[config.mk]
export PLATFORM = sky130hd
export DESIGN_NAME = ext_mem
export DESIGN_NICKNAME = d
export VERILOG_FILES = /design/src/ext_mem_pkg.sv /design/src/line_cache.sv /design/src/bus_merge.sv /design/src/ext_mem.sv
export VERILOG_INCLUDE_DIRS = /design/src
export SDC_FILE = /design/constraint.sdc
export NUM_CORES = 2
export LEC_CHECK = 0
export BUFFER_PORTS_ARGS = -buffer_cell sky130_fd_sc_hd__buf_2
export CAP_MARGIN = 20
export CORE_MARGIN = 4
export CORE_UTILIZATION = 30
export DETAILED_ROUTE_END_ITERATION = 8
export RECOVER_POWER = 25
export REMOVE_ABC_BUFFERS = 1
export SYNTH_ARGS = -nofsm -noshare
export SYNTH_HDL_FRONTEND = slang
export SYNTH_SLANG_ARGS = --single-unit
export TNS_END_PERCENT = 5
[constraint.sdc]
create_clock -name clk_i -period 9.2 [get_ports clk_i]
set_input_delay 0 -clock clk_i [delete_from_list [all_inputs] [get_ports clk_i]]
set_output_delay 0 -clock clk_i [all_outputs]
set_load 0.005 [all_outputs]
[src/ext_mem_consts.svh]
`ifndef EXT_MEM_CONSTS_SVH
`define EXT_MEM_CONSTS_SVH

// Byte address width of every bus in the subsystem
`define EXT_MEM_ADDR_W 14

// One word per line, one word per bus beat
`define EXT_MEM_DATA_W 32

// First-level caches, 16 lines each
`define EXT_MEM_L1_IDX_W 4

// Shared second-level cache, 64 lines
`define EXT_MEM_L2_IDX_W 6

// Data-cache control register, last word of the address space
// A write here flushes the data cache and the second level
`define EXT_MEM_CTRL_ADDR 14'h3FFC

`endif

[src/ext_mem_pkg.sv]
`default_nettype none

`include "ext_mem_consts.svh"

package ext_mem_pkg;

   typedef logic [`EXT_MEM_ADDR_W-1:0]   addr_t;   // Byte address
   typedef logic [`EXT_MEM_DATA_W-1:0]   data_t;
   typedef logic [`EXT_MEM_DATA_W/8-1:0] strb_t;   // All zero is a read

   // Cache controller states
   typedef enum logic [2:0] {
      IDLE,     // Accepting requests
      LOOKUP,   // Tag compare or control access
      FETCH,    // Line fill from back-end
      WRITE,    // Write-through to back-end
      RESPOND   // Read data out
   } cache_state_t;

endpackage

`default_nettype wire

[src/line_cache.sv]
`default_nettype none

`include "ext_mem_consts.svh"

module line_cache #(
   parameter int IDX_W    = `EXT_MEM_L1_IDX_W,
   parameter bit USE_CTRL = 1'b0
) (
   input  wire                 clk_i,
   input  wire                 arst_i,
   // Front-end
   input  wire                 fe_valid_i,
   input  wire ext_mem_pkg::addr_t fe_addr_i,
   input  wire ext_mem_pkg::data_t fe_wdata_i,
   input  wire ext_mem_pkg::strb_t fe_wstrb_i,
   output logic                fe_ready_o,
   output ext_mem_pkg::data_t  fe_rdata_o,
   output logic                fe_rvalid_o,
   // Back-end
   output logic                be_valid_o,
   output ext_mem_pkg::addr_t  be_addr_o,
   output ext_mem_pkg::data_t  be_wdata_o,
   output ext_mem_pkg::strb_t  be_wstrb_o,
   input  wire                 be_ready_i,
   input  wire ext_mem_pkg::data_t be_rdata_i,
   input  wire                 be_rvalid_i,
   // Flush control
   input  wire                 invalidate_i,
   output logic                invalidate_o
);

   localparam int LINES = 1 << IDX_W;
   localparam int TAG_W = `EXT_MEM_ADDR_W - 2 - IDX_W;   // Word-aligned lines
   localparam int NBYTES = $bits(ext_mem_pkg::strb_t);

   ext_mem_pkg::cache_state_t state_q;

   // Captured request
   ext_mem_pkg::addr_t req_addr_q;
   ext_mem_pkg::data_t req_wdata_q;
   ext_mem_pkg::strb_t req_wstrb_q;
   logic               req_ctrl_q;     // Control register write
   logic               fetch_sent_q;   // Fill read accepted downstream
   ext_mem_pkg::data_t rdata_q;

   logic [TAG_W-1:0]   tag_mem  [LINES];
   ext_mem_pkg::data_t data_mem [LINES];
   logic [LINES-1:0]   valid_q;

   logic [IDX_W-1:0] req_idx;
   logic [TAG_W-1:0] req_tag;
   logic             hit;
   logic             fe_write;
   logic             fe_ctrl;
   logic             fill;
   logic             wr_done;

   assign req_idx = req_addr_q[IDX_W+1:2];
   assign req_tag = req_addr_q[`EXT_MEM_ADDR_W-1:IDX_W+2];
   assign hit     = valid_q[req_idx] && (tag_mem[req_idx] == req_tag);

   assign fe_write = |fe_wstrb_i;
   assign fe_ctrl  = USE_CTRL && fe_write && (fe_addr_i == `EXT_MEM_CTRL_ADDR);

   assign fill    = (state_q == ext_mem_pkg::FETCH) && fetch_sent_q && be_rvalid_i;
   assign wr_done = (state_q == ext_mem_pkg::WRITE) && be_ready_i;

   assign fe_ready_o   = fe_valid_i && (state_q == ext_mem_pkg::IDLE);
   assign fe_rvalid_o  = (state_q == ext_mem_pkg::RESPOND);
   assign fe_rdata_o   = rdata_q;
   assign invalidate_o = (state_q == ext_mem_pkg::LOOKUP) && req_ctrl_q;

   // Read fill or write-through, never both
   assign be_valid_o = (state_q == ext_mem_pkg::WRITE) ||
                       ((state_q == ext_mem_pkg::FETCH) && !fetch_sent_q);
   assign be_addr_o  = req_addr_q;
   assign be_wdata_o = req_wdata_q;
   assign be_wstrb_o = (state_q == ext_mem_pkg::WRITE) ? req_wstrb_q : '0;

   always_ff @(posedge clk_i or posedge arst_i) begin
      if (arst_i) begin
         state_q      <= ext_mem_pkg::IDLE;
         req_ctrl_q   <= 1'b0;
         fetch_sent_q <= 1'b0;
      end else begin
         case (state_q)
            ext_mem_pkg::IDLE: begin
               if (fe_ready_o) begin
                  req_ctrl_q <= fe_ctrl;
                  if (fe_write && !fe_ctrl) begin
                     state_q <= ext_mem_pkg::WRITE;
                  end else begin
                     state_q <= ext_mem_pkg::LOOKUP;
                  end
               end
            end
            ext_mem_pkg::LOOKUP: begin
               if (req_ctrl_q) begin
                  state_q <= ext_mem_pkg::IDLE;   // Flush done this cycle
               end else if (hit) begin
                  state_q <= ext_mem_pkg::RESPOND;
               end else begin
                  state_q <= ext_mem_pkg::FETCH;
               end
            end
            ext_mem_pkg::FETCH: begin
               if (be_valid_o && be_ready_i) fetch_sent_q <= 1'b1;
               if (fill) begin
                  fetch_sent_q <= 1'b0;
                  state_q      <= ext_mem_pkg::RESPOND;
               end
            end
            ext_mem_pkg::WRITE: begin
               if (wr_done) state_q <= ext_mem_pkg::IDLE;
            end
            default: state_q <= ext_mem_pkg::IDLE;   // RESPOND lasts one cycle
         endcase
      end
   end

   // Line valid bits, a fill after a flush still lands
   always_ff @(posedge clk_i or posedge arst_i) begin
      if (arst_i) begin
         valid_q <= '0;
      end else begin
         if (invalidate_i || invalidate_o) valid_q <= '0;
         if (fill) valid_q[req_idx] <= 1'b1;
      end
   end

   always_ff @(posedge clk_i) begin
      if (fe_ready_o) begin
         req_addr_q  <= fe_addr_i;
         req_wdata_q <= fe_wdata_i;
         req_wstrb_q <= fe_wstrb_i;
      end
      if ((state_q == ext_mem_pkg::LOOKUP) && hit && !req_ctrl_q) begin
         rdata_q <= data_mem[req_idx];
      end
      if (fill) begin
         rdata_q           <= be_rdata_i;
         data_mem[req_idx] <= be_rdata_i;
         tag_mem[req_idx]  <= req_tag;
      end
      // Write hit keeps the cached word in step with memory
      if (wr_done && hit) begin
         for (int b = 0; b < NBYTES; b++) begin
            if (req_wstrb_q[b]) data_mem[req_idx][8*b +: 8] <= req_wdata_q[8*b +: 8];
         end
      end
   end

endmodule

`default_nettype wire

[src/bus_merge.sv]
`default_nettype none

module bus_merge (
   input  wire                     clk_i,
   input  wire                     arst_i,
   // Master 0, instruction side
   input  wire                     m0_valid_i,
   input  wire ext_mem_pkg::addr_t m0_addr_i,
   input  wire ext_mem_pkg::data_t m0_wdata_i,
   input  wire ext_mem_pkg::strb_t m0_wstrb_i,
   output logic                    m0_ready_o,
   output ext_mem_pkg::data_t      m0_rdata_o,
   output logic                    m0_rvalid_o,
   // Master 1, data side
   input  wire                     m1_valid_i,
   input  wire ext_mem_pkg::addr_t m1_addr_i,
   input  wire ext_mem_pkg::data_t m1_wdata_i,
   input  wire ext_mem_pkg::strb_t m1_wstrb_i,
   output logic                    m1_ready_o,
   output ext_mem_pkg::data_t      m1_rdata_o,
   output logic                    m1_rvalid_o,
   // Slave
   output logic                    s_valid_o,
   output ext_mem_pkg::addr_t      s_addr_o,
   output ext_mem_pkg::data_t      s_wdata_o,
   output ext_mem_pkg::strb_t      s_wstrb_o,
   input  wire                     s_ready_i,
   input  wire ext_mem_pkg::data_t s_rdata_i,
   input  wire                     s_rvalid_i
);

   logic lock_q;    // Read outstanding on the slave
   logic owner_q;   // Master that issued it
   logic sel;       // 1 selects master 1

   // Data side wins unless a read is still in flight
   assign sel = lock_q ? owner_q : m1_valid_i;

   assign s_valid_o = sel ? m1_valid_i : m0_valid_i;
   assign s_addr_o  = sel ? m1_addr_i  : m0_addr_i;
   assign s_wdata_o = sel ? m1_wdata_i : m0_wdata_i;
   assign s_wstrb_o = sel ? m1_wstrb_i : m0_wstrb_i;

   assign m0_ready_o = !sel && s_ready_i;
   assign m1_ready_o = sel && s_ready_i;

   assign m0_rdata_o  = s_rdata_i;
   assign m1_rdata_o  = s_rdata_i;
   assign m0_rvalid_o = s_rvalid_i && !owner_q;
   assign m1_rvalid_o = s_rvalid_i && owner_q;

   always_ff @(posedge clk_i or posedge arst_i) begin
      if (arst_i) begin
         lock_q  <= 1'b0;
         owner_q <= 1'b0;
      end else begin
         if (s_rvalid_i) lock_q <= 1'b0;
         // Only reads hold the grant
         if (s_valid_o && s_ready_i && (s_wstrb_o == '0)) begin
            lock_q  <= 1'b1;
            owner_q <= sel;
         end
      end
   end

endmodule

`default_nettype wire

[src/ext_mem.sv]
`default_nettype none

`include "ext_mem_consts.svh"

module ext_mem (
   input  wire                     clk_i,
   input  wire                     arst_i,
   // Instruction front-end, read only
   input  wire                     i_valid_i,
   input  wire ext_mem_pkg::addr_t i_addr_i,
   output logic                    i_ready_o,
   output ext_mem_pkg::data_t      i_rdata_o,
   output logic                    i_rvalid_o,
   // Data front-end
   input  wire                     d_valid_i,
   input  wire ext_mem_pkg::addr_t d_addr_i,
   input  wire ext_mem_pkg::data_t d_wdata_i,
   input  wire ext_mem_pkg::strb_t d_wstrb_i,
   output logic                    d_ready_o,
   output ext_mem_pkg::data_t      d_rdata_o,
   output logic                    d_rvalid_o,
   // External memory
   output logic                    mem_valid_o,
   output ext_mem_pkg::addr_t      mem_addr_o,
   output ext_mem_pkg::data_t      mem_wdata_o,
   output ext_mem_pkg::strb_t      mem_wstrb_o,
   input  wire                     mem_ready_i,
   input  wire ext_mem_pkg::data_t mem_rdata_i,
   input  wire                     mem_rvalid_i
);

   logic ic_be_valid, ic_be_ready, ic_be_rvalid;
   ext_mem_pkg::addr_t ic_be_addr;
   ext_mem_pkg::data_t ic_be_wdata, ic_be_rdata;
   ext_mem_pkg::strb_t ic_be_wstrb;

   logic dc_be_valid, dc_be_ready, dc_be_rvalid;
   ext_mem_pkg::addr_t dc_be_addr;
   ext_mem_pkg::data_t dc_be_wdata, dc_be_rdata;
   ext_mem_pkg::strb_t dc_be_wstrb;

   logic l2_valid, l2_ready, l2_rvalid;
   ext_mem_pkg::addr_t l2_addr;
   ext_mem_pkg::data_t l2_wdata, l2_rdata;
   ext_mem_pkg::strb_t l2_wstrb;

   logic dc_inval;     // Control register write seen by dcache
   logic inval_hold;   // Pending second-level flush

   line_cache #(.IDX_W(`EXT_MEM_L1_IDX_W), .USE_CTRL(1'b0)) icache (
      .clk_i, .arst_i,
      .fe_valid_i(i_valid_i), .fe_addr_i(i_addr_i),
      .fe_wdata_i('0), .fe_wstrb_i('0),   // Fetch only
      .fe_ready_o(i_ready_o), .fe_rdata_o(i_rdata_o), .fe_rvalid_o(i_rvalid_o),
      .be_valid_o(ic_be_valid), .be_addr_o(ic_be_addr),
      .be_wdata_o(ic_be_wdata), .be_wstrb_o(ic_be_wstrb),
      .be_ready_i(ic_be_ready), .be_rdata_i(ic_be_rdata), .be_rvalid_i(ic_be_rvalid),
      .invalidate_i(1'b0), .invalidate_o()
   );

   line_cache #(.IDX_W(`EXT_MEM_L1_IDX_W), .USE_CTRL(1'b1)) dcache (
      .clk_i, .arst_i,
      .fe_valid_i(d_valid_i), .fe_addr_i(d_addr_i),
      .fe_wdata_i(d_wdata_i), .fe_wstrb_i(d_wstrb_i),
      .fe_ready_o(d_ready_o), .fe_rdata_o(d_rdata_o), .fe_rvalid_o(d_rvalid_o),
      .be_valid_o(dc_be_valid), .be_addr_o(dc_be_addr),
      .be_wdata_o(dc_be_wdata), .be_wstrb_o(dc_be_wstrb),
      .be_ready_i(dc_be_ready), .be_rdata_i(dc_be_rdata), .be_rvalid_i(dc_be_rvalid),
      .invalidate_i(1'b0), .invalidate_o(dc_inval)
   );

   bus_merge merge_i_d (
      .clk_i, .arst_i,
      .m0_valid_i(ic_be_valid), .m0_addr_i(ic_be_addr),
      .m0_wdata_i(ic_be_wdata), .m0_wstrb_i(ic_be_wstrb),
      .m0_ready_o(ic_be_ready), .m0_rdata_o(ic_be_rdata), .m0_rvalid_o(ic_be_rvalid),
      .m1_valid_i(dc_be_valid), .m1_addr_i(dc_be_addr),
      .m1_wdata_i(dc_be_wdata), .m1_wstrb_i(dc_be_wstrb),
      .m1_ready_o(dc_be_ready), .m1_rdata_o(dc_be_rdata), .m1_rvalid_o(dc_be_rvalid),
      .s_valid_o(l2_valid), .s_addr_o(l2_addr), .s_wdata_o(l2_wdata), .s_wstrb_o(l2_wstrb),
      .s_ready_i(l2_ready), .s_rdata_i(l2_rdata), .s_rvalid_i(l2_rvalid)
   );

   // Keep the flush request until the second level sees no request
   always_ff @(posedge clk_i or posedge arst_i) begin
      if (arst_i) inval_hold <= 1'b0;
      else if (dc_inval) inval_hold <= 1'b1;
      else if (!l2_valid) inval_hold <= 1'b0;
   end

   line_cache #(.IDX_W(`EXT_MEM_L2_IDX_W), .USE_CTRL(1'b0)) l2cache (
      .clk_i, .arst_i,
      .fe_valid_i(l2_valid), .fe_addr_i(l2_addr),
      .fe_wdata_i(l2_wdata), .fe_wstrb_i(l2_wstrb),
      .fe_ready_o(l2_ready), .fe_rdata_o(l2_rdata), .fe_rvalid_o(l2_rvalid),
      .be_valid_o(mem_valid_o), .be_addr_o(mem_addr_o),
      .be_wdata_o(mem_wdata_o), .be_wstrb_o(mem_wstrb_o),
      .be_ready_i(mem_ready_i), .be_rdata_i(mem_rdata_i), .be_rvalid_i(mem_rvalid_i),
      .invalidate_i(inval_hold && !l2_valid), .invalidate_o()
   );

endmodule

`default_nettype wire

Word-level counts from Yosys, hierarchy flattened
Memory sizes are Yosys's and may differ from the RTL's. A register that Yosys moved wholly into a read port is not among the register bits.
Cells that the tools add are included.
{"block": "word_totals", "regBits": 226, "ram_bits": 3712, "in_bits": 102, "wordCells": 232, "mem_count": 6}
{"block": "op_classes", "n_lt_le_gt_ge": 6, "eq_ne": 26, "n_mux": 92, "n_bitwise": 11, "reduce_logical": 71}
{"name": "l2cache.data_mem", "depth": 64, "width": 32, "rd": 1, "rd_ports_with_merged_regs": 1, "wr": 1, "line": "line_cache.sv:47", "rtl": "ext_mem_pkg::data_t data_mem [LINES];"}
{"name": "dcache.data_mem", "depth": 16, "width": 32, "rd": 1, "rd_ports_with_merged_regs": 1, "wr": 1, "line": "line_cache.sv:47"}
{"name": "icache.data_mem", "depth": 16, "width": 32, "rd": 1, "rd_ports_with_merged_regs": 1, "wr": 1, "line": "line_cache.sv:47"}
{"name": "l2cache.tag_mem", "depth": 64, "width": 6, "rd": 1, "rd_ports_with_merged_regs": 1, "wr": 1, "line": "line_cache.sv:46", "rtl": "logic [TAG_W-1:0] tag_mem [LINES];"}
{"name": "dcache.tag_mem", "depth": 16, "width": 8, "rd": 1, "rd_ports_with_merged_regs": 1, "wr": 1, "line": "line_cache.sv:46"}
{"name": "icache.tag_mem", "depth": 16, "width": 8, "rd": 1, "rd_ports_with_merged_regs": 1, "wr": 1, "line": "line_cache.sv:46"}
{"cell": "64-bit 2-to-1 mux", "count": 2}
{"cell": "8-bit 2-to-1 mux", "count": 8}
{"cell": "64-bit OR", "count": 1}
{"cell": "1-bit 2-to-1 mux", "count": 48}
{"cell": "16-bit 2-to-1 mux", "count": 3}
{"cell": "1-bit logical AND", "count": 40}
{"cell": "3-bit 2-to-1 mux", "count": 13}
{"cell": "3-bit one-hot mux with 4 select lines", "count": 3}
{"cell": "16-bit OR", "count": 2}
{"cell": "4-bit 2-to-1 mux", "count": 5}
{"cell": "3-bit by 2-bit equality test with 1-bit output, second input constant", "count": 6}
{"cell": "8-bit equality test", "count": 2}
{"cell": "14-bit equality test, second input constant", "count": 1}
{"cell": "14-bit 2-to-1 mux", "count": 1}
{"cell": "2-bit by 1-bit != test with 1-bit output, second input constant", "count": 7}
{"cell": "2-bit nonzero test", "count": 7}
{"cell": "4-bit by 5-bit less-than comparator with 1-bit output, second input constant", "count": 2}
{"cell": "3-bit by 1-bit equality test with 1-bit output, second input constant", "count": 3}
{"cell": "3-bit equality test, second input constant", "count": 3}
{"cell": "3-bit zero test", "count": 3}
{"cell": "3-bit AND reduction", "count": 3}
{"cell": "1-bit binary-select mux with 4-bit select", "count": 2}
{"cell": "1-bit demux with 4-bit select", "count": 2}
{"cell": "4-bit by 1-bit >= comparator with 1-bit output, second input constant", "count": 2}
{"cell": "14 further kinds", "count": 37}

Longest topological paths before layout
{"block": "depth", "ltp_word": 12, "depth_mapped": 14, "mapped_depth_nobuf": 8}

Modules after synthesis
From an unflattened synthesis, not the netlist that was laid out.
{"block": "hier_totals", "hier_cells": 8386, "hier_area_um2": 157967.8}
{"module": "line_cache (l2cache)", "n_inst": 1, "cells_per_inst": 5465, "area_per_inst_um2": 97423.4, "seq_area_each_um2": 77314.2}
{"module": "line_cache (icache)", "n_inst": 1, "cells_per_inst": 1433, "area_per_inst_um2": 29781.1, "seq_area_each_um2": 22261.4}
{"module": "line_cache (dcache)", "n_inst": 1, "cells_per_inst": 1336, "area_per_inst_um2": 29424.5, "seq_area_each_um2": 22286.4}
{"module": "bus_merge", "n_inst": 1, "cells_per_inst": 147, "area_per_inst_um2": 1292.5, "seq_area_each_um2": 50.0}
{"module": "ext_mem", "n_inst": 1, "cells_per_inst": 5, "area_per_inst_um2": 46.3, "seq_area_each_um2": 25.0}

Worst setup path after synthesis
Ideal clock, no wire load.
{"block": "synth_timing", "kind": "flip-flop to flip-flop", "start": "register dcache.state_q[0]", "end": "register dcache.req_ctrl_q", "setup_ns": 0.129, "arrival_time_ns": 7.596, "required_ns": 9.071, "path_slack_ns": 1.475, "path_stages_with_launch": 5, "n_path_buf": 1, "period_less_slack_ns": 7.725, "cell_sequence": "dfrtp_1 -> clkbuf_1 -> nor4b_1 -> o41ai_1 -> o41ai_1"}
{"block": "synth_via", "elab_chain_cells": 3}
{"element": "from (decl)", "line": "line_cache.sv:36", "rtl": "ext_mem_pkg::cache_state_t state_q;"}
{"element": "from (signal assigned)", "line": "line_cache.sv:82", "rtl": "state_q <= ext_mem_pkg::IDLE;"}
{"element": "from (signal assigned)", "line": "line_cache.sv:91", "rtl": "state_q <= ext_mem_pkg::WRITE;"}
{"element": "from (signal assigned)", "line": "line_cache.sv:93", "rtl": "state_q <= ext_mem_pkg::LOOKUP;"}
{"element": "3-bit zero test", "line": "line_cache.sv:68", "rtl": "assign fe_ready_o = fe_valid_i && (state_q == ext_mem_pkg::IDLE);"}
{"element": "1-bit logical AND", "line": "line_cache.sv:68"}
{"element": "net d_ready_o", "line": "ext_mem.sv:19", "rtl": "output logic d_ready_o,"}
{"element": "2-bit AND reduction (no source line)"}
{"element": "to (signal assigned)", "line": "line_cache.sv:89", "rtl": "req_ctrl_q <= fe_ctrl;"}
{"element": "to (decl)", "line": "line_cache.sv:42", "rtl": "logic req_ctrl_q;"}
The timed path passes the listed nets, and every way through them passes these cells.
A chain may end at the register's enable or synchronous reset.

Worst setup path after layout
{"block": "layout_timing", "start": "register l2cache.state_q[1]", "end": "memory icache.data_mem[13][5] (netlist bit), enable pin"}
{"block": "layout_via", "elab_chain_cells": 5}
{"element": "from (decl)", "line": "line_cache.sv:36"}
{"element": "from (signal assigned)", "line": "line_cache.sv:82"}
{"element": "from (signal assigned)", "line": "line_cache.sv:91"}
{"element": "from (signal assigned)", "line": "line_cache.sv:93"}
{"element": "3-bit equality test", "line": "line_cache.sv:69", "rtl": "assign fe_rvalid_o = (state_q == ext_mem_pkg::RESPOND);"}
{"element": "1-bit logical AND", "line": "bus_merge.sv:49", "rtl": "assign m0_rvalid_o = s_rvalid_i && !owner_q;"}
{"element": "1-bit logical AND", "line": "line_cache.sv:65", "rtl": "assign fill = (state_q == ext_mem_pkg::FETCH) && fetch_sent_q && be_rvalid_i;"}
{"element": "1-bit 2-to-1 mux", "line": "line_cache.sv:140", "rtl": "if (fill) begin"}
{"element": "1-bit 2-to-1 mux (not written as such)", "line": "line_cache.sv:142", "rtl": "data_mem[req_idx] <= be_rdata_i;"}
{"element": "to (decl)", "line": "line_cache.sv:47"}
No other way between the ends.

==> impl_metrics.csv <==
group,metric,value,unit
timing,worst_hold_slack,0.04893,ns
logic_synthesis,synth_top_cell_by_area,"edfxtp_1",
logic_synthesis,synth_edf_count,3922,
timing,hold_viol,0,
worst_setup_path,path_cells,"nor2_1, nand2_1, nor2_4, clkbuf_1, nand3_1, nor2_4, clkbuf_1",
floorplanning,initial_core_util,0.3014,
worst_setup_path,crit_arrival,8.20,ns
run_status,status,"finished with violations",
timing,timing.fmax,128.4,MHz
logic_synthesis,yosys.area_share.adder,0,
drt,wl_per_cell,30.44,um
worst_setup_path,rr_endpoint,"icache.data_mem[13][5]",
logic_synthesis,synth.ff_latch_count,4048,
clock_tree,cts.sinks,4048,
clock_tree,cts-buffers-inserted,383,
worst_hold_path,hp-start,"mem_rdata_i[5]",
power,p_leak,54.55,nW
clock_tree,insertion_delay,0.96,ns
worst_setup_path,startpoint,"l2cache.state_q[1]",
drt,drt_iter0_markers,11630,
worst_setup_path,worstReg2RegStart,"l2cache.state_q[1]",
floorplanning,ios,221,
worst_setup_path,cp-end-kind,"flop",
finish,fillers,46950,
logic_synthesis,ys_top_cells_by_area,"edfxtp_1, mux4_2, a22oi_1",
placement,routabilityCongestion,0.9012,
floorplanning,core,509800,um^2
logic_synthesis,synthArstFlopShare,0.02767,
drt,viasPerCell,5.497,
global_routing,antenna_found_initial,43,
drt,ant_nets,0,
worst_setup_path,required,9.61,ns
timing,finClkSkew,0.08378,ns
placement,hpwl,289300,um
clock_tree,cts_resized,0,
logic_synthesis,synth_area,153600,um^2
global_routing,grt_usage,0.1733,
finish,area_delta_synth_final,15.07,%
placement,port_buffers,220,
finish,multi_input_area,30810,um^2
global_routing,grt_max_degree,138,
worst_setup_path,critPathSlowestCell,"clkbuf_1",
logic_synthesis,synth.distinct_cells,70,
timing,period_share,0.8467,
finish,drive_gt1_frac,0.1615,
logic_synthesis,synth_top_area_frac,0.7665,
run_status,violations,"max-capacitance violations, max-slew violations",
logic_synthesis,synth_compound_area_frac,0.08492,
logic_synthesis,synth_common_cells,"edfxtp_1, a22oi_1, mux4_2, clkbuf_1, a21oi_1",
worst_setup_path,crit_type,"flop to flop",
clock_tree,clockBufferDepth,4,
drt,drt-total-wl,469600,um
clock_tree,htree_levels,5,
logic_synthesis,synthFlopType,"edfxtp_1",
clock_tree,clk_pin_slew_worst_paths,0.06,ns
power,power_density,266.9,nW/um^2
logic_synthesis,synthMuxAreaShare,0.08851,
power,finalPower,47.18,mW
global_routing,grt.overflow.total,0,
worst_setup_path,critPathCapture,"icache.data_mem[13][5]",
worst_setup_path,r2r_slack,1.41,ns
clock_tree,clockRootBuffer,"clkbuf_16",
timing,min_period,7.790,ns
logic_synthesis,yosysSeqAreaShare,0.7866,
logic_synthesis,synth_top_family_by_area,"multiplexers",
logic_synthesis,yosys_warnings,0,
floorplanning,die_x,723.6,um
clock_tree,cts_tree,"done",
logic_synthesis,synth_cells,7933,
timing,drv_slew,1464,
worst_setup_path,crit_path_start_kind,"flop",
logic_synthesis,syn_avg_cell_area,19.37,um^2
power,ir_worst_vdd,0.0002048,V
global_routing,grt_pass1_wl,652700,um
timing,tns,0,ns
floorplanning,rows,262,
drt,drtPass1Iterations,8,
logic_synthesis,synth.most_common_cell,"edfxtp_1",
worst_setup_path,rr_worst_depth,7,
worst_setup_path,cp_max_fo,41,
job,drv_cap,37,
floorplanning,die_height,723.6,um
global_routing,grt_pass1_vias,83500,
timing,grt_setup_unrepaired,"no",
finish,nets,8453,
logic_synthesis,synth-xor-area-share,0.001254,
floorplanning,dieArea,523600,um^2
timing,setup_violations,0,
finish,regArea,120900,um^2
drt,drc,0,
worst_setup_path,cpPeakStageDelay,2.78,ns
worst_hold_path,hold_path_class,"input port to flop",
timing,slew_headroom,-1.624,
logic_synthesis,synthSimpleGateAreaFrac,0.02428,
drt,vias,84790,
timing,worstMarginPinSlew,3.936,ns
## worst min-delay path by stage
stage                                    endpoint  depth (start not counted)
after floorplan               dcache.be_addr_o[0]                          0
after global placement      dcache.be_wdata_o[22]                          1
after detailed placement    dcache.be_wdata_o[13]                          1
after CTS                   l2cache.fe_rdata_o[0]                          4
after global routing        l2cache.fe_rdata_o[2]                          4
final                     l2cache.data_mem[48][5]                          2
## where the power goes
part / switching [mW] / total, mW / internal [mW]
logic: 6.13 / 9.13 / 3.00
clock network: 6.82 / 15.9 / 9.06
registers: 0.851 / 22.2 / 21.3
total: 13.8 / 47.2 / 33.4
## worst max-delay path, delay by kind of cell, from the launching register on
kind                   cells  cell delay (ns)
buffers and inverters      2             4.91
DFF                        1             0.60
and+or+nand+nor            5             1.72
## layout make-up
| cell class | count | share of cell area |
|---|---|---|
| Antenna cell | 41 | 0.0005803 |
| Clock buffer | 483 | 0.05820 |
| Clock inverter | 203 | 0.01236 |
| Inverter | 5 | 0.0001132 |
| Multi-Input combinational cell | 3341 | 0.1743 |
| Sequential cell | 4048 | 0.6837 |
| Tap cell | 6732 | 0.04765 |
| Timing Repair Buffer | 572 | 0.02311 |
## cells in the final DEF, fill, tap and decap left out, types with 32 or more instances in the layout
cell,netlist,layout
mux2_4,0,32
clkbuf_16,0,391
mux4_2,475,475
mux2i_1,148,148
a22o_1,250,250
a21o_1,80,80
and2_0,2,33
a221oi_1,243,243
clkbuf_1,382,258
buf_4,17,99
a22oi_1,566,566
bufinv_16,0,40
clkinv_2,0,56
a21oi_1,318,318
nor2_1,260,252
mux2_1,40,35
nand2_1,215,213
dfrtp_1,112,112
nor4_1,68,67
edfxtp_1,3922,3922
dlygate4sd3_1,0,162
diode_2,0,41
clkinv_1,0,69
buf_2,64,95
mux2_2,86,59
a31oi_1,277,277
## what timing repair did
action                    in CTS  in global routing
setup buffers                  0                  0
hold endpoints to repair     353                  0
hold buffers                 162                  0
## cells by family (layout without fill, tap and decap cells)
logic type / count (synthesis) / after routing
flops: 4048 / 4048
simple gates: 768 / 768
other cells: 0 / 41
mux: 749 / 749
buf+inv: 544 / 1263
xor+xnor: 22 / 22
compound gates: 1802 / 1802
## flip-flops by register name, indices dropped and copies added, names as in the netlist, 14 cells and up, named ones only
register,flops
dcache.tag_mem,128
icache.fe_rdata_o,32
icache.data_mem,512
dcache.be_addr_o,14
dcache.be_wdata_o,32
l2cache.be_wdata_o,32
icache.be_addr_o,14
l2cache.valid_q,64
dcache.fe_rdata_o,32
icache.valid_q,16
dcache.valid_q,16
l2cache.data_mem,2048
dcache.data_mem,512
l2cache.fe_rdata_o,32
l2cache.be_addr_o,14
icache.tag_mem,128
l2cache.tag_mem,384
## metal layers
| layer | routed length, um | global-route usage |
|---|---|---|
| met1 | 173200 | 0.2174 |
| met4 | 27950 | 0.09154 |
| met5 | 258 | 0 |
| met3 | 45950 | 0.04304 |
| met2 | 222200 | 0.2773 |
## stage by stage
step	instances	instance area, um^2	util	worst slack, ns
final	15430	176800	0.3468	1.410
after global routing	15390	176700	0.3466	1.186
after CTS	15380	177100	0.3475	2.528
after detailed placement	14530	163000	0.3198	2.569
after global placement	14510	162800	0.3194	2.588
after floorplan	7394	151400	-	-9.170
Power figures use the tool's default switching activity.
